`src/hw/creditCounter.sv`:
```
// Decode-stage credits held by the fetch stage.
// Starts full after reset. A spend takes one, a return gives one back,
// both together leave the count alone.

`timescale 1ns/1ns

module creditCounter #(
	parameter int creditMax = 4
) (
	input  logic clk,
	input  logic reset,
	input  logic spend_i,       // Bundle sent this cycle
	input  logic return_i,      // Decode consumed a bundle
	output logic available_o
);

	localparam int cntW = $clog2(creditMax + 1);

	typedef logic [cntW-1:0] creditT;

	creditT count;

	always_ff @(posedge clk)
	begin
		if (reset)
			count <= creditT'(creditMax);
		else if (spend_i && !return_i)
			count <= count - creditT'(1);
		else if (return_i && !spend_i)
			count <= count + creditT'(1);
	end

	assign available_o = (count != '0);

	// Controller must only send while a credit is left
	assert property (@(posedge clk) disable iff (reset) spend_i |-> (count != '0))
		else $error("credit underflow");
	// Decode cannot give back more than it was given
	assert property (@(posedge clk) disable iff (reset)
		return_i |-> (count != creditT'(creditMax)))
		else $error("credit overflow");

endmodule

```
`config.mk`:
```
export PLATFORM = sky130hd
export DESIGN_NAME = creditCounter
export DESIGN_NICKNAME = d
export VERILOG_FILES = /design/src/hw/creditCounter.sv
export SDC_FILE = /design/constraint.sdc
export NUM_CORES = 1
export LEC_CHECK = 0
export BUFFER_PORTS_ARGS = -buffer_cell sky130_fd_sc_hd__buf_2
export CORE_AREA = 2 2 39 41
export CTS_BUF_LIST = sky130_fd_sc_hd__clkbuf_2 sky130_fd_sc_hd__clkbuf_4 sky130_fd_sc_hd__clkbuf_8
export CTS_CLUSTER_DIAMETER = 120
export DETAILED_ROUTE_END_ITERATION = 7
export DIE_AREA = 0 0 41 43
export PLACE_DENSITY = 0.37
export SYNTH_ARGS = -nofsm -noshare
export SYNTH_HDL_FRONTEND = slang
export SYNTH_SLANG_ARGS = --single-unit
```
`constraint.sdc`:
```
create_clock -name clk -period 1.63 [get_ports clk]
set_clock_uncertainty 0.1 [all_clocks]
set_input_delay 0 -clock clk [delete_from_list [all_inputs] [get_ports clk]]
set_output_delay 0 -clock clk [all_outputs]
set_load 0.05 [all_outputs]
```
==> results.json <==
{
  "start_util_pct": 11.3,
  "hold_viol_final": 0,
  "stdcell_area_um2": 246,
  "h-tree-depth": 1,
  "synthCells": 15,
  "ys_warn_count": 0,
  "ios": 5,
  "crit_family": "adder cells",
  "clk_pin_slew_ns": 0.04,
  "layout.nets": 31,
  "slew_headroom_pct": 83.5,
  "clock_latency_ns": 0.24,
  "p_sw_share_pct": 27.6,
  "ant_nets": 0,
  "fmax_mhz": 642,
  "hold_path_class": "in -> reg",
  "worstPathCellList": "fa_2 -> xnor2_2 -> o21ai_1 -> or3b_1",
  "ir_drop_mv": 0.180,
  "synth_top_family_by_area": "adder cells",
  "status": "complete, no violations",
  "dieArea_um2": 1760,
  "worstPathRequired_ns": 1.65,
  "grt_max_degree": 5,
  "largest_register_ffs": 3,
  "top_regs": "count (3)",
  "synth_compound_area_share_pct": 3.20,
  "antenna_found_initial": 0,
  "grt_pass1_wl_um": 531,
  "place_ws_ns": 0.0411,
  "port_buffers": 4,
  "slowest_stage": "fa_2",
  "worst-path-buf-inv": 0,
  "worst_slew_pin_slew_ns": 0.250,
  "seq_power_share_pct": 30.9,
  "grt_pass1_vias": 133,
  "yosys_register_bits": 3,
  "drc_errors": 0,
  "syn_area_um2": 156,
  "criticalPathCategory": "reg -> reg",
  "p_leak_nw": 0.107,
  "p_switching_uw": 86.9,
  "wl_um": 348,
  "nFillCells": 165,
  "cts_tree": "done",
  "period_share_pct": 95.5,
  "die_h_um": 43,
  "syn_to_final_growth_pct": 57.6,
  "syn_area_per_cell_um2": 10.4,
  "setup_ws_ns": 0.0729,
  "whs_ns": 0.169,
  "post-cts-setup-buffers": 0,
  "setup_tns_ns": 0,
  "fin_crit_ns": 1.56,
  "drtIter0Drc": 0,
  "numCtsBuffers": 3,
  "cap_violations": 0,
  "arrival_ns": 1.57,
  "num_vias": 138,
  "finalSetupViolations": 0,
  "syn_nets": 21,
  "post_drt_via_cell_ratio": 3.45,
  "synth_xor_area_share_pct": 11.2,
  "synth_fa_ha_area_share_pct": 20.8,
  "cts-root-buf": "clkbuf_4",
  "power_frac_comb_pct": 21.7,
  "clock_sinks": 3,
  "cp-end-kind": "flip-flop",
  "muxShareOfSynthArea_pct": 6.40,
  "cp-start-kind": "flip-flop",
  "track_usage_pct": 5.21,
  "avgRoutedWirePerCell_um": 8.70,
  "yosysSeqAreaShare_pct": 38.4,
  "max_flop_register": "count",
  "diodes": 0,
  "synth-simple-area-share_pct": 17.6,
  "slew_viol_final": 0,
  "placed_area_um2": 196,
  "overflow": 0,
  "power_density_nw_per_um2": 1280,
  "gp_congestion": 0.505,
  "rows": 14,
  "cts_buffer_depth": 2,
  "crit_fanout": 3,
  "die_w_um": 41,
  "p_int_uw": 228,
  "firstDrtPassIters": 1,
  "p_clk_share_pct": 47.4,
  "core-area_um2": 1380,
  "max_stage_delay_ns": 0.41,
  "synth.distinct_cells": 12,
  "drive_above_1_share_pct": 41.7
}
-- cells by family after synthesis --
kind of cell,Yosys count
AND/OR/NAND/NOR,5
adder cells (fa/ha/maj),2
AO/OA/AOI/OAI,1
buffers and inverters,1
flip-flops,3
XOR/XNOR,2
multiplexers,1
-- power by group through the flow --
stage / Combinational, mW / Clock [mW] / Sequential (mW)
after detailed placement: 0.0569 / 0 / 0.0974
final: 0.0683 / 0.149 / 0.0973
after global placement: 0.0557 / 0 / 0.0968
after CTS: 0.0595 / 0.156 / 0.0962
after global routing: 0.0776 / 0.162 / 0.101
after floorplan: 0.0456 / 0 / 0.0952
-- cell usage in the layout, fill, tap and decap left out --
| master | count |
|---|---|
| o21ai_1 | 1 |
| xor2_1 | 1 |
| nor2_1 | 2 |
| inv_1 | 1 |
| clkbuf_4 | 4 |
| fa_2 | 1 |
| dlygate4sd3_1 | 1 |
| dfxtp_1 | 3 |
| ha_1 | 1 |
| mux2i_1 | 1 |
| buf_2 | 4 |
| or3_1 | 1 |
| xnor2_2 | 1 |
| nor3_1 | 1 |
| or3b_1 | 1 |
-- tightest hold or removal path: stages --
cell	delay, ns
buf_2	0.08
ha_1	0.21
xor2_1	0.09
nor2_1	0.08
-- stage by stage --
stage               power (mW)  util [%]  cells
CTS                      0.312      17.1     40
detailed placement       0.154      14.2     35
floorplan                0.141         -     15
global placement         0.152      14.2     35
global route             0.340      17.8     40
finish                   0.315      17.8     40
-- area by class of cell --
type	count	area [µm²]	area share, %
clock buffers	4	30.0	12.2
inverters	1	3.75	1.52
multi-input cells	11	103	41.6
flip-flops and latches	3	60.1	24.4
well taps	16	20.0	8.12
repair buffers	5	30.0	12.2
-- final timing paths --
check,slack (ns),end,startpoint,depth (start not counted)
max,0.07,count[2],count[1],4
min,0.17,count[0],spend_i,4
max reg2reg,0.07,count[2],count[1],4
min reg2reg,0.46,count[2],count[2],2
-- cells in the mapped netlist --
master	number	area share, %
or3b_1	1	5.6
ha_1	1	8.0
inv_1	1	2.4
or3_1	1	4.0
nor2_1	2	4.8
nor3_1	1	3.2
xor2_1	1	5.6
xnor2_1	1	5.6
o21ai_1	1	3.2
fa_1	1	13
mux2i_1	1	6.4
dfxtp_1	3	38
-- what timing repair did --
action / CTS / global route
resized for setup: 0 / 2
hold endpoints to repair: 3 / 0
setup endpoints to repair: 0 / 1
hold buffers: 1 / 0
-- routing by layer --
metal	GRT usage, %	wire length (µm)	up-vias
met5	0	0	-
li1	-	-	68
met2	4.69	160	7
met1	6.07	127	61
met3	3.14	41	2
met4	8.00	19	0
Note: power is estimated with default switching activity, not from simulation.
