[src/hw/fetchPkg.sv]
// Shared definitions for the first fetch stage.
// Design files refer to them as fetchPkg::name.
// Covers address and slot widths, branch type encodings and controller states.

package fetchPkg;

	// ********************
	// Addresses and slots
	// ********************

	typedef logic [31:0] pcT;          // Fetch or target address

	localparam int slotCount = 4;      // Slots per bundle
	localparam int instBytes = 8;      // Bytes per slot
	localparam int fetchStep = slotCount * instBytes;    // Sequential step, 32 bytes

	typedef logic [$clog2(slotCount)-1:0] slotIdxT;     // Slot number inside a bundle

	// ********************
	// Branch types
	// ********************

	// Jump is 2 and needs no special handling, so it has no constant here
	typedef logic [1:0] brTypeT;

	localparam brTypeT brReturn = 2'd0;    // Target comes from the return stack
	localparam brTypeT brCall   = 2'd1;    // Pushes its return address
	localparam brTypeT brCond   = 2'd3;    // Direction from the counter table

	// ********************
	// Controller states
	// ********************

	typedef enum logic [1:0]
	{
		RUN,        // Bundle goes out when a credit is left
		NOCREDIT,   // Decode full, PC holds
		RECOVER     // One dead cycle after a redirect
	} fetchStateT;

endpackage

[src/hw/predictLookupIf.sv]
// Bundle-wide lookup results from the predictor to the fetch controller.
// One entry per slot. The predictor drives it through the producer modport
// and the controller reads it through the consumer modport.

`timescale 1ns/1ns

interface predictLookupIf;

	logic [fetchPkg::slotCount-1:0]                  hit;     // Tag match on a valid entry
	fetchPkg::brTypeT [fetchPkg::slotCount-1:0]      brType;  // Stored branch type
	fetchPkg::pcT [fetchPkg::slotCount-1:0]          target;  // Stored target
	logic [fetchPkg::slotCount-1:0]                  taken;   // Predicted direction

	// Predictor side
	modport producer
	(
		output hit, brType, target, taken
	);

	// Controller side
	modport consumer
	(
		input hit, brType, target, taken
	);

endinterface

[src/hw/fetchControl.sv]
// Fetch controller with the state machine and the program counter.
// Next address priority is execute recovery, then decode recovery, then the
// first predicted-taken slot, then PC + 32. Drives the return stack for
// predicted calls/returns and for decode recoveries.

`timescale 1ns/1ns

module fetchControl (
	input  logic              clk,
	input  logic              reset,
	input  logic              creditAvail_i,
	input  logic              recoverEx_i,
	input  fetchPkg::pcT      recoverExPc_i,
	input  logic              recoverId_i,
	input  fetchPkg::pcT      recoverIdPc_i,
	input  logic              recoverIdRet_i,
	input  logic              recoverIdCall_i,
	input  fetchPkg::pcT      recoverIdCallPc_i,
	input  fetchPkg::pcT      rasTop_i,
	predictLookupIf.consumer  lookup,
	output fetchPkg::pcT      pc_o,
	output fetchPkg::pcT      nextPc_o,
	output fetchPkg::slotIdxT takenSlot_o,
	output logic              predTaken_o,
	output logic              valid_o,
	output logic              push_o,
	output fetchPkg::pcT      pushAddr_o,
	output logic              pop_o
);

	fetchPkg::fetchStateT state;
	fetchPkg::fetchStateT nextState;
	fetchPkg::pcT         pcReg;
	fetchPkg::pcT         predPc;       // Predicted or sequential next address
	fetchPkg::pcT         slotPc;       // Address of the first taken slot
	fetchPkg::brTypeT     takenType;
	fetchPkg::slotIdxT    firstSlot;
	logic                 anyTaken;
	logic                 recoverAny;

	assign recoverAny = recoverEx_i || recoverId_i;
	assign valid_o    = (state == fetchPkg::RUN) && creditAvail_i;

	// ********************
	// Prediction select
	// ********************

	// Walk down so the lowest taken slot wins
	always_comb
	begin
		anyTaken  = 1'b0;
		firstSlot = '0;
		for (int s = fetchPkg::slotCount - 1; s >= 0; s--)
		begin
			if (lookup.hit[s] && lookup.taken[s])
			begin
				anyTaken  = 1'b1;
				firstSlot = fetchPkg::slotIdxT'(s);
			end
		end
	end

	assign takenType = lookup.brType[firstSlot];
	assign slotPc    = pcReg + fetchPkg::pcT'(int'(firstSlot) * fetchPkg::instBytes);

	always_comb
	begin
		if (!anyTaken)
			predPc = pcReg + fetchPkg::pcT'(fetchPkg::fetchStep);
		else if (takenType == fetchPkg::brReturn)
			predPc = rasTop_i;      // Returns ignore the stored target
		else
			predPc = lookup.target[firstSlot];
	end

	// Recoveries override prediction with execute first
	always_comb
	begin
		if (recoverEx_i)
			nextPc_o = recoverExPc_i;
		else if (recoverId_i)
			nextPc_o = recoverIdRet_i ? rasTop_i : recoverIdPc_i;
		else
			nextPc_o = predPc;
	end

	// ********************
	// Return stack control
	// ********************

	always_comb
	begin
		push_o     = 1'b0;
		pop_o      = 1'b0;
		pushAddr_o = slotPc + fetchPkg::pcT'(fetchPkg::instBytes);  // Call slot + 8
		if (recoverEx_i)
		begin
			// No stack repair on execute redirect
		end
		else if (recoverId_i)
		begin
			push_o     = recoverIdCall_i;
			pushAddr_o = recoverIdCallPc_i;
			pop_o      = recoverIdRet_i;
		end
		else if (valid_o && anyTaken)
		begin
			push_o = (takenType == fetchPkg::brCall);
			pop_o  = (takenType == fetchPkg::brReturn);
		end
	end

	// ********************
	// State and PC
	// ********************

	always_comb
	begin
		nextState = state;
		if (recoverAny)
			nextState = fetchPkg::RECOVER;
		else
		begin
			unique case (state)
				fetchPkg::RUN:
					if (!creditAvail_i)
						nextState = fetchPkg::NOCREDIT;
				fetchPkg::NOCREDIT, fetchPkg::RECOVER:
					nextState = creditAvail_i ? fetchPkg::RUN : fetchPkg::NOCREDIT;
				default:
					nextState = fetchPkg::RUN;
			endcase
		end
	end

	always_ff @(posedge clk)
	begin
		if (reset)
		begin
			state <= fetchPkg::RUN;
			pcReg <= '0;
		end
		else
		begin
			state <= nextState;
			if (recoverAny || valid_o)
				pcReg <= nextPc_o;     // Hold while stalled on credits
		end
	end

	assign pc_o        = pcReg;
	assign takenSlot_o = firstSlot;
	assign predTaken_o = anyTaken;

endmodule

[src/flat_wrapper.sv]
// flat-port wrapper written by rule: the top's interface ports become plain ports
module fetchControl_flat 
  (clk, reset, creditAvail_i, recoverEx_i, recoverExPc_i, recoverId_i, recoverIdPc_i, recoverIdRet_i, recoverIdCall_i, recoverIdCallPc_i, rasTop_i, pc_o, nextPc_o, takenSlot_o, predTaken_o, valid_o, push_o, pushAddr_o, pop_o, lookup_hit, lookup_brType, lookup_target, lookup_taken);
  predictLookupIf lookup_i ();
  input  logic clk;
  input  logic reset;
  input  logic creditAvail_i;
  input  logic recoverEx_i;
  input  fetchPkg::pcT recoverExPc_i;
  input  logic recoverId_i;
  input  fetchPkg::pcT recoverIdPc_i;
  input  logic recoverIdRet_i;
  input  logic recoverIdCall_i;
  input  fetchPkg::pcT recoverIdCallPc_i;
  input  fetchPkg::pcT rasTop_i;
  output fetchPkg::pcT pc_o;
  output fetchPkg::pcT nextPc_o;
  output fetchPkg::slotIdxT takenSlot_o;
  output logic predTaken_o;
  output logic valid_o;
  output logic push_o;
  output fetchPkg::pcT pushAddr_o;
  output logic pop_o;
  input wire logic [$bits(lookup_i.hit)-1:0] lookup_hit;
  input wire logic [$bits(lookup_i.brType)-1:0] lookup_brType;
  input wire logic [$bits(lookup_i.target)-1:0] lookup_target;
  input wire logic [$bits(lookup_i.taken)-1:0] lookup_taken;
  assign lookup_i.hit = lookup_hit;
  assign lookup_i.brType = lookup_brType;
  assign lookup_i.target = lookup_target;
  assign lookup_i.taken = lookup_taken;
  fetchControl u_core (.clk(clk), .reset(reset), .creditAvail_i(creditAvail_i), .recoverEx_i(recoverEx_i), .recoverExPc_i(recoverExPc_i), .recoverId_i(recoverId_i), .recoverIdPc_i(recoverIdPc_i), .recoverIdRet_i(recoverIdRet_i), .recoverIdCall_i(recoverIdCall_i), .recoverIdCallPc_i(recoverIdCallPc_i), .rasTop_i(rasTop_i), .lookup(lookup_i), .pc_o(pc_o), .nextPc_o(nextPc_o), .takenSlot_o(takenSlot_o), .predTaken_o(predTaken_o), .valid_o(valid_o), .push_o(push_o), .pushAddr_o(pushAddr_o), .pop_o(pop_o));
endmodule
[config.mk]
export PLATFORM = sky130hd
export DESIGN_NAME = fetchControl_flat
export DESIGN_NICKNAME = d
export VERILOG_FILES = /design/src/hw/fetchPkg.sv /design/src/hw/predictLookupIf.sv /design/src/hw/fetchControl.sv /design/src/flat_wrapper.sv
export SDC_FILE = /design/constraint.sdc
export NUM_CORES = 1
export LEC_CHECK = 0
export BUFFER_PORTS_ARGS = -buffer_cell sky130_fd_sc_hd__buf_2
export CAP_MARGIN = 15
export CORE_AREA = 2 2 146 148
export DETAILED_ROUTE_END_ITERATION = 8
export DIE_AREA = 0 0 148 150
export GPL_TIMING_DRIVEN = 0
export SLEW_MARGIN = 20
export SYNTH_ARGS = -nofsm -noshare
export SYNTH_HDL_FRONTEND = slang
export SYNTH_SLANG_ARGS = --single-unit
[constraint.sdc]
create_clock -name clk -period 6.2 [get_ports clk]
set_input_delay 1.86 -clock clk [delete_from_list [all_inputs] [get_ports clk]]
set_output_delay 1.86 -clock clk [all_outputs]
set_load 0.02 [all_outputs]
==> metrics.txt, run 1 <==
Async SR Flop Fraction 0%; leakage power total about 3.9 nW; Area Growth Syn to Fin 52.8%; WP depth 16; CTS H-tree lvls 2; vias in the first global route between 7,000 and 8,000; area fraction of the dominant cell type after synthesis ~12%; number of buffers added on ports 378; fin crit share 100%; fmax 161 MHz; Most used DFF post-synth dfxtp_1; critical path arrival ~4.4 ns; Area contributors post-synth dfxtp_1 (12%), nand2_1 (9.8%), o21ai_0 (5.5%); GPL Wtd Cong about 0.94; Die Wd between 100 and 150 um; Starting Density between 20% and 30%; flops & latches, synth 34; worst path cell trace buf_8 > a22o_4 > nand2_4 > buf_6 > inv_12 > ha_4 > ha_4 > inv_2 > fa_2 > nor2_4 > nand4_1 > nor2_4 > nand2_2 > xor2_2 > o21ai_2 > buf_6; Setup WS pre-CTS -0.540 ns; worst setup margin -0.00714 ns; commonest cells after routing, fill and taps aside buf_2 (374), nand2_1 (142), o21ai_0 (50); synth warn 0; DRC Markers 0; Critical Path End Type output pin; Core Region about 21,000 sq um; DR iter-0 viols ~560; initial antenna violation count 10; average routed wire per standard cell around 22 um; syn nets between 1,000 and 1,500; cell taking the most area after synthesis dfxtp_1; cell family with the largest share of critical-path delay adder cells; min cycle time layout about 6.2 ns; worst setup path category input port to output pin; final max-slew violation count 0; RSZ-0062 raised after global routing true; Post-Syn Area around 5600 sq um; global-route wire length before repair around 47,000 um; slowest stage delay, CP roughly 0.38 ns; Final ANT Viol Nets 0; Max VDD drop 0.0826 mV; number of synthesized flops with an enable pin 0; Die Y around 150 um; Ports ~380; run status finished with violations; Final Hold Fails 0; end of the critical path pushAddr_o[24]; register-to-register setup slack between 3 and 4 ns; commonest non-fill, non-tap cell in the layout buf_2; clk sink count 34; critical path launch point type input port; R2R Path End u_core.pc_o[19]; site row count 53; hold_ws 0.490 ns; Worst path slowest cell fa_2; Final setup violation count 2; Hold/Removal Path Class flip-flop to flip-flop; Max-Cap Viols 0; pin count of the biggest net entering global routing 19; CP required 4.34 ns; TritonRoute pass-1 iters 5; worst rel slew slack between 20% and 30%; distinct cell type count after synthesis between 60 and 70; Final Skew approximately 0.008 ns; routed vias about 8,100; CP max FO 6; die area about 22,000 sq um; Cells after Synth 798; share of cells above drive strength 1 between 40 and 50%; clock slew at reported path FFs approximately 0.050 ns; Final Util between 40% and 50%; Final nets approximately 1,500; worst-margin pin slew between 1 and 1.5 ns; Setup crit start lookup_hit[3]; worst r2r path cells 9; TritonCTS clock tree yes; WHS Path Cells 2; synthesized area per cell between 7 and 8 sq um; hpwl dp 27,700 um; CTS Buffer Depth 2; Final Routed Wirelength between 30,000 and 40,000 um; Root Buffer clkbuf_16; vias per inst approximately 5.5; # hold bufs at CTS 0; PD cells 159 nW/um^2; reg2reg start u_core.state[0]; buffer and inverter count on the worst path 5; GRT Residual Overflow 0; failing checks negative setup slack; Seq/Total Area, Yosys between 10 and 15%; total CTS buffers 5; Tot GR Track Use between 20 and 30%; clock latency at the later pin of the worst-skew pair 0.29 ns
-- tightest hold or removal path, cell delays in order (launching register included) --
cell	delay, ns
dfxtp_1	0.32
nand2_1	0.06
a21oi_1	0.06
-- where the power goes --
part           switching [mW]  internal [mW]  total [mW]
Clock                   0.101          0.159       0.260
Sequential             0.0291          0.241       0.270
Combinational           0.505          0.331       0.837
Total                   0.635          0.731        1.37
-- metrics by stage --
stage | instances | instance area [sq um] | power, mW | TNS, ns
after CTS | 1474 | 8330 | 1.33 | -0.0734
after global routing | 1481 | 8570 | 1.44 | -0.613
after global placement | 1451 | 7950 | 1.05 | -6.59
after detailed placement | 1451 | 7950 | 1.05 | -7.46
after floorplan | 798 | 5710 | 0.725 | 0
final | 1482 | 8570 | 1.37 | -0.00846
-- logic make-up after synthesis --
kind of cell	Yosys count	share of synthesized area, %
xor+xnor	49	7.65
flops	34	12.1
buf+inv	97	7.94
compound gates	273	35.8
fa+ha+maj	8	1.92
mux	43	10.2
simple gates	294	24.4
-- cells in the mapped netlist (6+ instances only) --
cell type,count
a211oi_1,29
a21boi_1,8
a21oi_1,38
a221o_1,13
a221oi_1,6
a221oi_2,9
a22o_1,9
a311o_1,9
a311oi_1,13
a31oi_1,27
and2_1,7
and3_1,29
buf_2,14
clkbuf_1,43
dfxtp_1,34
ha_1,7
inv_1,20
mux2i_1,30
mux4_2,11
nand2_1,146
nand3_1,17
nand4_1,9
nor2_1,51
nor3_1,9
o21ai_0,62
o221ai_1,9
xnor2_1,23
xor2_1,26
-- registers in the layout, summed over array words and instances (netlist names) --
register      count
u_core.pc_o      32
u_core.state      2
-- how the worst min path moves through the flow --
stage / startpoint / end
global route: u_core.state[1] / u_core.state[1]
floorplan: u_core.state[1] / u_core.state[1]
CTS: u_core.state[1] / u_core.state[1]
global placement: u_core.state[1] / u_core.state[1]
detailed placement: u_core.state[1] / u_core.state[1]
finish: u_core.state[1] / u_core.state[1]
-- layer usage --
metal  global-route usage (%)  vias up  wire (um)
li1                         -     3804          -
met5                        0        -         66
met4                     9.10       10        877
met3                     4.36       59       2280
met1                     35.5     3849      13800
met2                     49.6      410      15900
-- final cells by class --
type,instances,area [sq um]
inverters,21,93.8
multi-input cells,667,4780
fillers,2285,12100
diodes,6,15.0
clock inverters,1,5.00
well taps,275,344
flip-flops and latches,34,681
repair buffers,399,2110
plain buffers,72,395
clock buffers,7,143
-- repair_timing --
item / in CTS / in global routing
endpoints found under the setup margin: 32 / 39
buffers inserted: 17 / 4
gates resized for setup: 36 / 55
pin swaps: 12 / 24
No activity file was read; power rests on OpenSTA's default activity.
==> run 2, diff against run 1 <==
--- a/config.mk
+++ b/config.mk
@@ -7,10 +7,12 @@
 export LEC_CHECK = 0
 export BUFFER_PORTS_ARGS = -buffer_cell sky130_fd_sc_hd__buf_2
 export CAP_MARGIN = 15
-export CORE_AREA = 2 2 146 148
+export CELL_PAD_IN_SITES_DETAIL_PLACEMENT = 0
+export CELL_PAD_IN_SITES_GLOBAL_PLACEMENT = 1
+export CORE_UTILIZATION = 26
 export DETAILED_ROUTE_END_ITERATION = 8
-export DIE_AREA = 0 0 148 150
 export GPL_TIMING_DRIVEN = 0
+export PLACE_DENSITY = 0.86
 export SLEW_MARGIN = 20
 export SYNTH_ARGS = -nofsm -noshare
 export SYNTH_HDL_FRONTEND = slang
==> metrics.txt, run 2 (synthesized netlist as in run 1, its figures left out) <==
Die Y between 100 and 150 um; die area 22,200 sq um; average routed wire per standard cell around 22 um; TritonRoute pass-1 iters 5; Final Hold Fails 0; fmax around 160 MHz; met1 Use GR between 30% and 40%; routing usage on met3 6.33%; Starting Density a little over a quarter; placed cell areas roughly 8000 sq um; Core Region around 21,000 sq um; slowest stage delay, CP 0.30 ns; Area Growth Syn to Fin 52.5%; Final Total Pwr between 1 and 1.5 mW; Max-Cap Viols 0; run status finished with violations; PD cells between 150 and 200 nW/um^2; final instance area 8550 sq um; placed cells approximately 1,500; setup TNS -0.200 ns; Tot GR Track Use roughly 29%; Final Routed Wirelength ~33,000 um; DRC Markers 0; CTS H-tree lvls 2; most frequent cell on the critical path buf_6; clock slew at reported path FFs 0.06 ns; layer with the highest usage met2; worst setup path category input port to output pin; CTS Buffer Depth 2; commonest non-fill, non-tap cell in the layout buf_2; global-route wire length before repair ~47,000 um; worst path cell trace buf_6 > a22o_1 > nand2_2 > buf_6 > inv_12 > ha_4 > ha_4 > a21o_1 > nand4_1 > nor3_4 > and3_4 > buf_6 > nand2_2 > xor2_1 > o21ai_1 > buf_4; Worst path slowest cell nor3_4; TritonCTS clock tree yes; initial antenna violation count 17; worst r2r path cells 9; Final nets between 1,000 and 1,500; min cycle time layout around 6.3 ns; RSZ-0062 raised after global routing true; CP max FO 4; routed vias slightly above 8,000; WHS Path Cells 2; Ports around 380; worst rel slew slack 23.7%; Root Buffer clkbuf_16; CP required approximately 4.3 ns; filler instances between 2,000 and 2,500; worst setup margin -0.0526 ns; fin crit share 101%; clock latency at the later pin of the worst-skew pair between 0.2 and 0.3 ns; number of buffers added on ports ~380; grt met2 use between 40 and 50%; max FFs per register 32; pin count of the biggest net entering global routing 19; Die Wd between 100 and 150 um; final max-slew violation count 0; worst-margin pin slew about 1.1 ns; vias in the first global route a little under 8,000; Final setup violation count 8; critical path launch point type input port; Critical Path End Type output pin; leakage power total a little under 4 nW; fin cells approximately 1,500; Final Skew ~0.0093 ns; DR iter-0 viols 829; Setup WS pre-CTS -0.618 ns; failing checks negative setup slack; total CTS buffers 5; GPL Wtd Cong just over 0.9; critical path arrival 4.39 ns; vias per inst around 5.5; Max VDD drop around 0.10 mV; Hold/Removal Path Class flip-flop to flip-flop; commonest cells after routing, fill and taps aside buf_2 (372), nand2_1 (139), nor2_1 (48); hpwl dp around 28,000 um; Final ANT Viol Nets 0; site row count 53; clk sink count 34; share of cells above drive strength 1 between 40 and 50%; GRT Residual Overflow 0
run 2: per-stage QoR:
step / utilization (%) / hold WS (ns)
after floorplan: - / 0.453
after global routing: 40.5 / 0.516
after CTS: 39.6 / 0.498
after global placement: 37.7 / 0.473
after detailed placement: 37.7 / 0.489
final: 40.6 / 0.496
run 2: final cells by class:
type	count	area [sq um]	area share, %
antenna	13	32.5	0.380
clock inverter	2	12.5	0.146
tap	275	344	4.02
clock buffer	6	139	1.62
multi-input combinational	667	4740	55.4
sequential	34	681	7.96
inverter	21	93.8	1.10
buffer	74	392	4.58
timing repair buffer	397	2120	24.8
run 2: metal layers:
layer | vias up | part of all wire [%]
li1 | 3819 | -
met1 | 3838 | 40
met2 | 481 | 48
met3 | 81 | 8.8
met4 | 8 | 3.4
met5 | - | 0.11
run 2: power by group:
part	internal, mW	switching (mW)	leakage, nW	total (mW)
combinational	0.320	0.506	3.57	0.825
clock	0.160	0.111	0.0729	0.271
sequential	0.240	0.0291	0.282	0.269
total	0.719	0.646	3.93	1.37
run 2: timing repair:
action                     CTS  global route
pin swaps                   16            17
hold buffers                 0             0
setup endpoints to repair   33            35
gates resized for setup     44            43
buffers inserted            16             3
run 2: worst paths after layout:
check | startpoint | end | slack (ns)
worst max-delay path | lookup_taken[3] | pushAddr_o[29] | -0.05
worst min register to register | u_core.state[1] | u_core.state[1] | 0.50
worst max register to register | u_core.state[0] | u_core.pc_o[19] | 3.29
worst min-delay path | u_core.state[1] | u_core.state[1] | 0.50
run 2: critical path: cells and delay by family:
family | cells | cell delay, ns
compound gates | 3 | 0.51
xor+xnor | 1 | 0.14
fa+ha+maj | 2 | 0.41
buf+inv | 5 | 0.53
simple gates | 5 | 0.92
