[config.mk]
export PLATFORM = sky130hd
export DESIGN_NAME = returnStack
export DESIGN_NICKNAME = d
export VERILOG_FILES = /design/src/hw/fetchPkg.sv /design/src/hw/returnStack.sv
export SDC_FILE = /design/constraint.sdc
export NUM_CORES = 1
export LEC_CHECK = 0
export ABC_AREA = 1
export BUFFER_PORTS_ARGS = -buffer_cell sky130_fd_sc_hd__buf_4
export CORE_UTILIZATION = 58
export CTS_BUF_LIST = sky130_fd_sc_hd__clkbuf_8
export DETAILED_ROUTE_END_ITERATION = 12
export GPL_TIMING_DRIVEN = 1
export PLACE_DENSITY = 0.87
export REMOVE_ABC_BUFFERS = 1
export SLEW_MARGIN = 10
export SYNTH_ARGS = -nofsm -noshare
export SYNTH_HDL_FRONTEND = slang
export SYNTH_SLANG_ARGS = --single-unit
[constraint.sdc]
create_clock -name clk -period 6.9 [get_ports clk]
set_input_delay 1.38 -clock clk [delete_from_list [all_inputs] [get_ports clk]]
set_output_delay 1.38 -clock clk [all_outputs]
set_load 0.02 [all_outputs]
[src/hw/fetchPkg.sv]
// Shared definitions for the first fetch stage.
// Design files refer to them as fetchPkg::name.
// Covers address and slot widths, branch type encodings and controller states.

package fetchPkg;

	// ********************
	// Addresses and slots
	// ********************

	typedef logic [31:0] pcT;          // Fetch or target address

	localparam int slotCount = 4;      // Slots per bundle
	localparam int instBytes = 8;      // Bytes per slot
	localparam int fetchStep = slotCount * instBytes;    // Sequential step, 32 bytes

	typedef logic [$clog2(slotCount)-1:0] slotIdxT;     // Slot number inside a bundle

	// ********************
	// Branch types
	// ********************

	// Jump is 2 and needs no special handling, so it has no constant here
	typedef logic [1:0] brTypeT;

	localparam brTypeT brReturn = 2'd0;    // Target comes from the return stack
	localparam brTypeT brCall   = 2'd1;    // Pushes its return address
	localparam brTypeT brCond   = 2'd3;    // Direction from the counter table

	// ********************
	// Controller states
	// ********************

	typedef enum logic [1:0]
	{
		RUN,        // Bundle goes out when a credit is left
		NOCREDIT,   // Decode full, PC holds
		RECOVER     // One dead cycle after a redirect
	} fetchStateT;

endpackage

[src/hw/returnStack.sv]
// Circular return address stack for call/return prediction.
// Overflow wraps onto the oldest entry. A pop when empty keeps the pointer
// and shows the same top again. Push with pop in one cycle swaps the top.

`timescale 1ns/1ns

module returnStack #(
	parameter int rasDepth = 8
) (
	input  logic          clk,
	input  logic          reset,
	input  logic          push_i,
	input  fetchPkg::pcT  pushAddr_i,
	input  logic          pop_i,
	output fetchPkg::pcT  top_o
);

	localparam int ptrW  = (rasDepth > 1) ? $clog2(rasDepth) : 1;
	localparam int fillW = $clog2(rasDepth + 1);

	typedef logic [ptrW-1:0]  rasPtrT;
	typedef logic [fillW-1:0] rasFillT;

	fetchPkg::pcT  stackArr [rasDepth];
	rasPtrT        topPtr;      // Slot of the current top
	rasFillT       fill;        // Live entries, 0 means empty
	rasPtrT        nextPtr;
	rasPtrT        prevPtr;

	// Wrap both ways, depth need not be a power of two
	assign nextPtr = (topPtr == rasPtrT'(rasDepth - 1)) ? '0 : topPtr + rasPtrT'(1);
	assign prevPtr = (topPtr == '0) ? rasPtrT'(rasDepth - 1) : topPtr - rasPtrT'(1);

	always_ff @(posedge clk)
	begin
		if (reset)
		begin
			topPtr <= '0;
			fill   <= '0;
			for (int i = 0; i < rasDepth; i++)
				stackArr[i] <= '0;
		end
		else if (push_i && pop_i)
			stackArr[topPtr] <= pushAddr_i;    // Replace top, depth unchanged
		else if (push_i)
		begin
			topPtr           <= nextPtr;
			stackArr[nextPtr] <= pushAddr_i;
			if (fill != rasFillT'(rasDepth))
				fill <= fill + rasFillT'(1);   // Full stays full, oldest lost
		end
		else if (pop_i && (fill != '0))
		begin
			topPtr <= prevPtr;
			fill   <= fill - rasFillT'(1);
		end
	end

	assign top_o = stackArr[topPtr];

endmodule

==> results of run 1 <==
state kept, by name, indices dropped and copies added (netlist names), named ones only:
name,count
fill,4
stackArr,256
topPtr,3
layout make-up:
cell class	instances	area [sq um]	share of cell area [%]
sequential	266	7900	59.5
clock buffer	43	592	4.46
inverter	46	174	1.31
multi-input combinational	834	3550	26.8
timing repair buffer	81	608	4.58
clock inverter	29	115	0.867
tap	270	338	2.54
metal layers:
layer  global-route usage, %  vias to the layer above  part of all wire, %
met3                    5.09                       76                   11
met5                       0                        -                    0
li1                        -                     4149                    -
met2                    43.6                      518                   49
met4                    9.95                        0                  2.6
met1                    33.7                     4210                   38
cells by family (layout without fill, tap and decap cells):
kind of cell	Yosys count	after routing	share of synthesized area, %
simple gates	621	621	19.9
flops	266	266	65.3
compound gates	203	203	8.53
buf+inv	120	199	5.28
fa+ha+maj	8	8	0.891
xor+xnor	2	2	0.145
per-stage QoR:
stage | setup WS [ns] | instance area, sq um | total power [mW] | hold slack (ns) | util [%]
after floorplan | 0.702 | 11600 | 2.38 | 0.477 | -
after global placement | 2.61 | 12600 | 2.62 | 0.516 | 61.9
after detailed placement | 2.53 | 12600 | 2.64 | 0.537 | 61.9
after CTS | 2.69 | 13300 | 3.78 | 0.553 | 65.4
after global routing | 2.46 | 13300 | 3.92 | 0.561 | 65.4
final | 2.65 | 13300 | 3.78 | 0.547 | 65.4
cell usage after synthesis:
cell type / instances / area share [%]
inv_2: 1 / 0.031
nor2_4: 1 / 0.093
o21ai_0: 195 / 8.1
a21oi_1: 4 / 0.17
buf_6: 24 / 2.2
inv_1: 45 / 1.4
dfxtp_1: 10 / 1.7
clkbuf_1: 41 / 1.3
nand3b_1: 1 / 0.062
nand2_1: 132 / 4.1
ha_1: 7 / 0.72
buf_2: 6 / 0.25
o21ai_1: 2 / 0.083
and3_4: 1 / 0.093
nand2_4: 1 / 0.093
o22ai_1: 1 / 0.052
a21boi_4: 1 / 0.16
xnor2_1: 1 / 0.073
nand2_2: 8 / 0.41
nor2_1: 466 / 14
buf_1: 3 / 0.093
or2_2: 2 / 0.10
edfxtp_1: 256 / 64
xor2_1: 1 / 0.073
fa_1: 1 / 0.17
nor2_2: 4 / 0.21
nand3_1: 5 / 0.21
worst paths after layout:
path | startpoint | to | slack (ns) | cells after the start
worst min-delay path | fill[2]$_SDFFE_PP0P_ | fill[2]$_SDFFE_PP0P_ | 0.55 | 2
worst min register to register | fill[2]$_SDFFE_PP0P_ | fill[2]$_SDFFE_PP0P_ | 0.55 | 2
worst max register to register | topPtr[0]$_SDFFE_PP0N_ | stackArr[1][17]$_SDFFCE_PN0P_ | 3.40 | 8
worst max-delay path | register | top_o[12] | 2.65 | 8
worst max-delay path: cells and delay by family (launching register included):
family | cells | cell delay, ns
AO/OA/AOI/OAI | 2 | 0.27
buffers and inverters | 2 | 0.87
flip-flops | 1 | 0.62
AND/OR/NAND/NOR | 4 | 0.44
where the power goes:
group / switching (mW) / leakage, nW / internal [mW]
logic: 0.465 / 2.36 / 0.223
clock network: 0.590 / 0.426 / 0.574
registers: 0.0560 / 2.74 / 1.88
==> impl_metrics.json, run 1 <==
{
  "end_kind": "primary output",
  "path_class": "register to primary output",
  "required_ns": 5.52,
  "cts_buffer_depth": 3,
  "placed_cells": 1497,
  "clk_pin_slew_ns": 0.06,
  "tns_ns": 0,
  "place.port_buffers": 67,
  "worstSetupStartpointType": "register",
  "clock_latency_ns": 0.55,
  "finClkSkew_ns": 0.0206,
  "grt-ovfl-total": 0,
  "yosysSeqAreaShare_pct": 65.3,
  "cts_tree": "built",
  "clockRootBuffer": "clkbuf_8",
  "syn_inst": 1220,
  "crit_chain": "buf_4 -> nor2_1 -> nor2_1 -> o21ai_0 -> o21ai_0 -> nand2_1 -> nand2_1 -> buf_4",
  "rows": 52,
  "die_w_um": 146,
  "grt_pass1_vias": 8847,
  "drt_first_pass_iters": 5,
  "postCtsResizedCells": 0,
  "drtIter0Drc": 1120,
  "htreeDepth": 2,
  "drt-total-wl_mm": 27.6,
  "hp-class": "register to register",
  "ctsHoldBuffers": 0,
  "status": "finished clean",
  "rsz0062_at_grt": "no",
  "cts.sinks": 266,
  "layout_common_cells": "nor2_1, edfxtp_1, o21ai_0",
  "cts_buffers": 42,
  "grt_max_degree": 91,
  "final_common_cell": "nor2_1",
  "area_delta_synth_final_pct": 9.90,
  "setup_violations": 0,
  "ys_warn_count": 0,
  "synth.avg_cell_area_sq_um": 9.90,
  "drc": 0,
  "drv_cap": 0,
  "diodes": 0,
  "slew_viol_final": 0,
  "p_leak_nw": 5.52,
  "antenna_left": 0,
  "synth_seq_cells": 266,
  "finalWeightedCongestion": 0.762,
  "post-cts-setup-buffers": 0,
  "critPathMaxFanout": 90,
  "grt_use_total_pct": 26.0,
  "antenna_found_initial": 0,
  "crit_slowest_cell": "buf_4",
  "routed_via_density": 5.71,
  "synthDistinctLibCells": 27,
  "relSlewSlack_pct": 33.1,
  "vdd_ir_drop_max_uv": 151,
  "layout-drive-gt1-share_pct": 11.5,
  "dieArea_sq_um": 21400,
  "grt_pass1_wl_mm": 43.6,
  "core_area_sq_um": 20300,
  "syn_area_sq_um": 12100,
  "finalCritPeriodShare_pct": 61.6,
  "layout.nets": 1315,
  "min_period_ns": 4.25,
  "hold_viol_final": 0,
  "arrival_ns": 2.87,
  "ios": 68,
  "fmax_mhz": 235,
  "worstMarginPinSlew_ns": 1.00,
  "hpwl_mm": 15.2,
  "die_h_um": 146,
  "power_density_nw_per_um2": 285,
  "slowest_delay_ns": 0.74,
  "n_fill_cell": 1517,
  "finalNonFillerCells": 1569,
  "start_util_pct": 59.5,
  "wl_per_cell_um": 17.6,
  "via_count": 8953
}
Note: power is estimated with default switching activity, not from simulation.
==> inputs of run 2 (changes only) <==
- clock period: 6.9 -> 4.4 ns (I/O delays scaled with it)
==> run 2 against run 1 <==
  * Sequential power grew 56%
  * Global-route usage grew 1.2 points
  * Sequential share of layout area shrank 0.69 points
  * Clock power grew 69%
  * Die area is the same
  * Worst hold slack lost 0.018 ns
  * Core utilization grew 0.77 points
  * Worst setup slack lost 2.1 ns
  * Via count grew 1.9%
  * Critical path type unchanged
  * Critical endpoint is now top_o[4]
  * Highest routed layer unchanged
==> impl_metrics.json, run 2 (synthesized netlist as in run 1, its figures left out) <==
{
  "status": "finished clean",
  "slew_viol_final": 0,
  "start_util_pct": 59.5,
  "wl_per_cell_um": 18.4,
  "hpwl_mm": 16.8,
  "biggestRegsByFlops": "stackArr: 256 flops, fill: 4 flops, topPtr: 3 flops",
  "via_count": 9121,
  "pre_cts_slack_ns": 1.10,
  "p_leak_nw": 5.57,
  "drc": 0,
  "layout-drive-gt1-share_pct": 12.5,
  "setup_violations": 0,
  "clk_pin_slew_ns": 0.06,
  "relSlewSlack_pct": 45.9,
  "diodes": 0,
  "dieArea_sq_um": 21400,
  "cts_buffer_depth": 3,
  "grt_pass1_vias": 8951,
  "area_delta_synth_final_pct": 11.2,
  "drtIter0Drc": 1245,
  "path_class": "register to primary output",
  "drt_first_pass_iters": 7,
  "n_fill_cell": 1484,
  "largest_register_ffs": 256,
  "grt_pass1_wl_mm": 45.3,
  "core_area_sq_um": 20300,
  "rsz0062_at_grt": "no",
  "finalCritPeriodShare_pct": 87.5,
  "hp-class": "register to register",
  "vdd_ir_drop_max_uv": 242,
  "crit_chain": "buf_4 -> buf_4 -> nor2_1 -> nor2_1 -> o21ai_0 -> o21ai_0 -> nand2_1 -> nand2_1 -> buf_4",
  "grt_max_degree": 73,
  "required_ns": 3.52,
  "worstSetupStartpointType": "register",
  "die_w_um": 146,
  "rows": 52,
  "design_area_sq_um": 13400,
  "cts_buffers": 42,
  "clockRootBuffer": "clkbuf_8",
  "critPathMaxFanout": 72,
  "hold_viol_final": 0,
  "critPathTopFamily": "buffers and inverters",
  "slowest_delay_ns": 0.70,
  "end_kind": "primary output",
  "finalWorstSetupSlack_ns": 0.552,
  "fmax_mhz": 260,
  "grt_use_total_pct": 27.3,
  "routed_via_density": 5.77,
  "postCtsResizedCells": 0,
  "layout_common_cells": "nor2_1, edfxtp_1, o21ai_0",
  "crit_buf_inv": 3,
  "clock_latency_ns": 0.53,
  "finalPower_mw": 6.11,
  "die_h_um": 146,
  "htreeDepth": 2,
  "post-cts-setup-buffers": 0,
  "layout.nets": 1326,
  "min_period_ns": 3.85,
  "drt-total-wl_mm": 29.0,
  "antenna_found_initial": 0,
  "final_common_cell": "nor2_1",
  "antenna_left": 0,
  "place.port_buffers": 67,
  "crit_slowest_cell": "buf_4",
  "finalWeightedCongestion": 0.830,
  "placed_area_sq_um": 12700,
  "grt-ovfl-total": 0,
  "cpMostUsedCell": "buf_4",
  "final_core_util_pct": 66.2,
  "ctsHoldBuffers": 0,
  "worstMarginPinSlew_ns": 0.809,
  "cts_tree": "built",
  "cts.sinks": 266,
  "arrival_ns": 2.97,
  "ios": 68,
  "largest-register": "stackArr",
  "whs_ns": 0.528,
  "drv_cap": 0,
  "finClkSkew_ns": 0.0175,
  "power_density_nw_per_um2": 455
}
[run 2: cell count changes in the layout (fill, tap and decap cells not counted)]
cell | previous run | this run
clkinv_2 | 3 | 4
buf_4 | 81 | 91
clkinvlp_4 | 1 | 2
bufinv_16 | 0 | 2
buf_12 | 0 | 1
clkinv_1 | 8 | 12
inv_1 | 62 | 55
[run 2: per-stage QoR]
stage / TNS, ns / std cells
global route: 0 / 1581
global placement: 0 / 1508
detailed placement: 0 / 1508
floorplan: -40.29 / 1146
finish: 0 / 1581
CTS: 0 / 1581
[run 2: layout make-up]
type	count	area (sq um)	share of cell area, %
clock inverters	30	176	1.31
well taps	270	338	2.51
clock buffers	43	592	4.41
flip-flops and latches	266	7900	58.8
multi-input cells	834	3550	26.5
inverters	46	174	1.29
repair buffers	92	703	5.23
[run 2: routing by layer]
| metal | global-route usage (%) | routed length, um | part of all wire, % |
|---|---|---|---|
| met2 | 44.9 | 13900 | 48 |
| met5 | 0 | 0 | 0 |
| met3 | 5.44 | 3300 | 11 |
| met1 | 36.0 | 11000 | 38 |
| met4 | 10.1 | 772 | 2.7 |
[run 2: worst reg2reg max path, cell delays in order (launching register included)]
cell and delay [ns]:
dfxtp_1 0.34, ha_1 0.23, ha_1 0.22, nor2_1 0.08, nand3_1 0.16, a21boi_4 0.27
nand2_2 0.50, nand2_1 0.24, buf_4 0.48
[run 2: final timing paths]
kind,from,end,slack (ns),cells past startpoint
worst max-delay path,register,top_o[4],0.55,9
worst min-delay path,fill[2]$_SDFFE_PP0P_,fill[2]$_SDFFE_PP0P_,0.53,2
worst max register to register,topPtr[0]$_SDFFE_PP0N_,stackArr[7][18]$_SDFFCE_PN0P_,1.49,8
worst min register to register,fill[2]$_SDFFE_PP0P_,fill[2]$_SDFFE_PP0P_,0.53,2
[run 2: power breakdown]
group          switching, mW  internal [mW]
registers             0.0803           2.94
clock network          0.936           1.02
logic                  0.766          0.360
==> inputs of run 3 (changes only) <==
- RECOVER_POWER: default -> 50
==> run 3 against run 2 <==
  * Register-to-register slack worse by 0.49 ns
  * Critical path type unchanged
  * Sequential power hardly changed
  * Clock skew is 0.00068 ns lower
  * Global-route usage stayed put
  * Die area stayed put
  * Sequential share of layout area is 0.18 points higher
  * Routed wire length is 0.29% higher
  * Fmax is 0.15% lower
  * The flow now finishes with violations (max-capacitance violations, max-slew violations)
  * Flip-flop and latch count stayed put
  * Clock power hardly changed
==> impl_metrics.json, run 3 (synthesized netlist as in run 1, its figures left out) <==
{
  "final_common_cell": "nor2_1",
  "layout_common_cells": "nor2_1, edfxtp_1, o21ai_0",
  "path_class": "register to primary output",
  "final_core_util_pct": 66.0,
  "cts_buffers": 42,
  "arrival_ns": 2.97,
  "largest-register": "stackArr",
  "power_switching_mw": 1.79,
  "hpwl_mm": 16.8,
  "cpMostUsedCell": "buf_4",
  "clk_pin_slew_ns": 0.06,
  "clockRootBuffer": "clkbuf_8",
  "core_area_sq_um": 20300,
  "drv_cap": 4,
  "rsz0062_at_grt": "no",
  "critPathMaxFanout": 72,
  "required_ns": 3.52,
  "layout.nets": 1326,
  "clkPwrFrac_pct": 32.1,
  "finClkSkew_ns": 0.0169,
  "ios": 68,
  "hp-class": "register to register",
  "min_period_ns": 3.85,
  "n_fill_cell": 1492,
  "grt_use_total_pct": 27.3,
  "placed_cells": 1508,
  "critPathTopFamily": "buffers and inverters",
  "drc": 0,
  "largest_register_ffs": 256,
  "power_density_nw_per_um2": 456,
  "p_int_mw": 4.33,
  "relSlewSlack_pct": -41.8,
  "hold_viol_final": 0,
  "cts.sinks": 266,
  "drt-total-wl_mm": 29.1,
  "place.port_buffers": 67,
  "fmax_mhz": 259,
  "grt_pass1_vias": 8951,
  "post-cts-setup-buffers": 0,
  "clock_latency_ns": 0.53,
  "biggestRegsByFlops": "stackArr: 256 flops, fill: 4 flops, topPtr: 3 flops",
  "crit_slowest_cell": "buf_4",
  "postCtsResizedCells": 0,
  "cts_buffer_depth": 3,
  "worstMarginPinSlew_ns": 2.13,
  "crit_buf_inv": 3,
  "combPwrFrac_pct": 18.4,
  "status": "finished, violations left",
  "finalWeightedCongestion": 0.830,
  "p_leak_nw": 5.56,
  "finalCritPeriodShare_pct": 87.6,
  "p_seq_share_pct": 49.5,
  "antenna_found_initial": 0,
  "end_kind": "primary output",
  "htreeDepth": 2,
  "layout-drive-gt1-share_pct": 11.6,
  "die_h_um": 146,
  "rows": 52,
  "slew_viol_final": 132,
  "p_sw_share_pct": 29.2,
  "slowest_delay_ns": 0.69,
  "finalNonFillerCells": 1581,
  "drt_first_pass_iters": 5,
  "vdd_ir_drop_max_uv": 242,
  "grt_pass1_wl_mm": 45.3,
  "worstSetupStartpointType": "register",
  "via_count": 9121,
  "routed_via_density": 5.77,
  "wl_per_cell_um": 18.4,
  "setup_violations": 0,
  "failed_checks": "max-capacitance violations, max-slew violations",
  "grt_max_degree": 73,
  "ctsHoldBuffers": 0,
  "cts_tree": "built",
  "drtIter0Drc": 1239,
  "area_delta_synth_final_pct": 10.9,
  "start_util_pct": 59.5,
  "dieArea_sq_um": 21400,
  "grt-ovfl-total": 0,
  "die_w_um": 146,
  "antenna_left": 0,
  "diodes": 0,
  "crit_chain": "buf_4 -> buf_4 -> nor2_1 -> nor2_1 -> o21ai_0 -> o21ai_0 -> nand2_1 -> nand2_1 -> buf_4"
}
==> run 3: changes by cell type in the layout (fill, tap and decap cells not counted) <==
cell,before,now
nor2_4,1,0
and3_1,0,1
o21ai_1,2,0
buf_4,91,86
clkbuf_1,0,5
inv_1,55,56
nand2_1,132,135
nor2_2,4,3
inv_2,1,0
and3_4,1,0
nor2_1,466,468
o21ai_0,195,197
nand2_2,8,5
==> run 3: tightest hold or removal path, delay by kind of cell (launching register included) <==
kind	cells	cell delay, ns
flops	1	0.34
simple gates	2	0.15
==> run 3: power groups by stage <==
stage	clock (mW)	sequential [mW]	combinational (mW)
6_report	1.96	3.02	1.12
5_1_grt	2.07	3.04	1.23
4_1_cts	1.96	3.02	1.12
3_5_place_dp	0	3.07	1.11
3_3_place_gp	0	3.06	1.07
2_1_floorplan	0	3.09	0.645
==> run 3: metrics by stage <==
| stage | hold slack [ns] | cell area, sq um | worst slack, ns | TNS (ns) | power, mW |
|---|---|---|---|---|---|
| final | 0.531 | 13400 | 0.546 | 0 | 6.11 |
| after global routing | 0.543 | 13400 | 0.338 | 0 | 6.33 |
| after CTS | 0.528 | 13400 | 0.616 | 0 | 6.10 |
| after detailed placement | 0.520 | 12700 | 1.10 | 0 | 4.18 |
| after global placement | 0.510 | 12700 | 1.22 | 0 | 4.13 |
| after floorplan | 0.477 | 11600 | -1.30 | -40.29 | 3.74 |
==> run 3: path summary, 6_finish.rpt <==
check	cells past startpoint	slack, ns	end	startpoint
worst max-delay path	9	0.55	top_o[4]	register
worst min-delay path	2	0.53	fill[2]$_SDFFE_PP0P_	fill[2]$_SDFFE_PP0P_
worst max register to register	8	1.00	stackArr[2][15]$_SDFFCE_PN0P_	topPtr[0]$_SDFFE_PP0N_
worst min register to register	2	0.53	fill[2]$_SDFFE_PP0P_	fill[2]$_SDFFE_PP0P_
==> run 3: layout make-up <==
class | instances | area [sq um] | area share, %
clock buffers | 43 | 592 | 4.42
inverters | 46 | 174 | 1.30
well taps | 270 | 338 | 2.52
clock inverters | 30 | 176 | 1.32
repair buffers | 92 | 684 | 5.11
multi-input cells | 834 | 3530 | 26.4
flip-flops and latches | 266 | 7900 | 59.0
==> run 3: metal layers <==
layer	part of all wire, %	vias up	track usage [%]
met4	2.4	0	10.1
met2	48	567	44.9
li1	-	4172	-
met1	39	4308	36.0
met5	0	-	0
met3	11	74	5.44
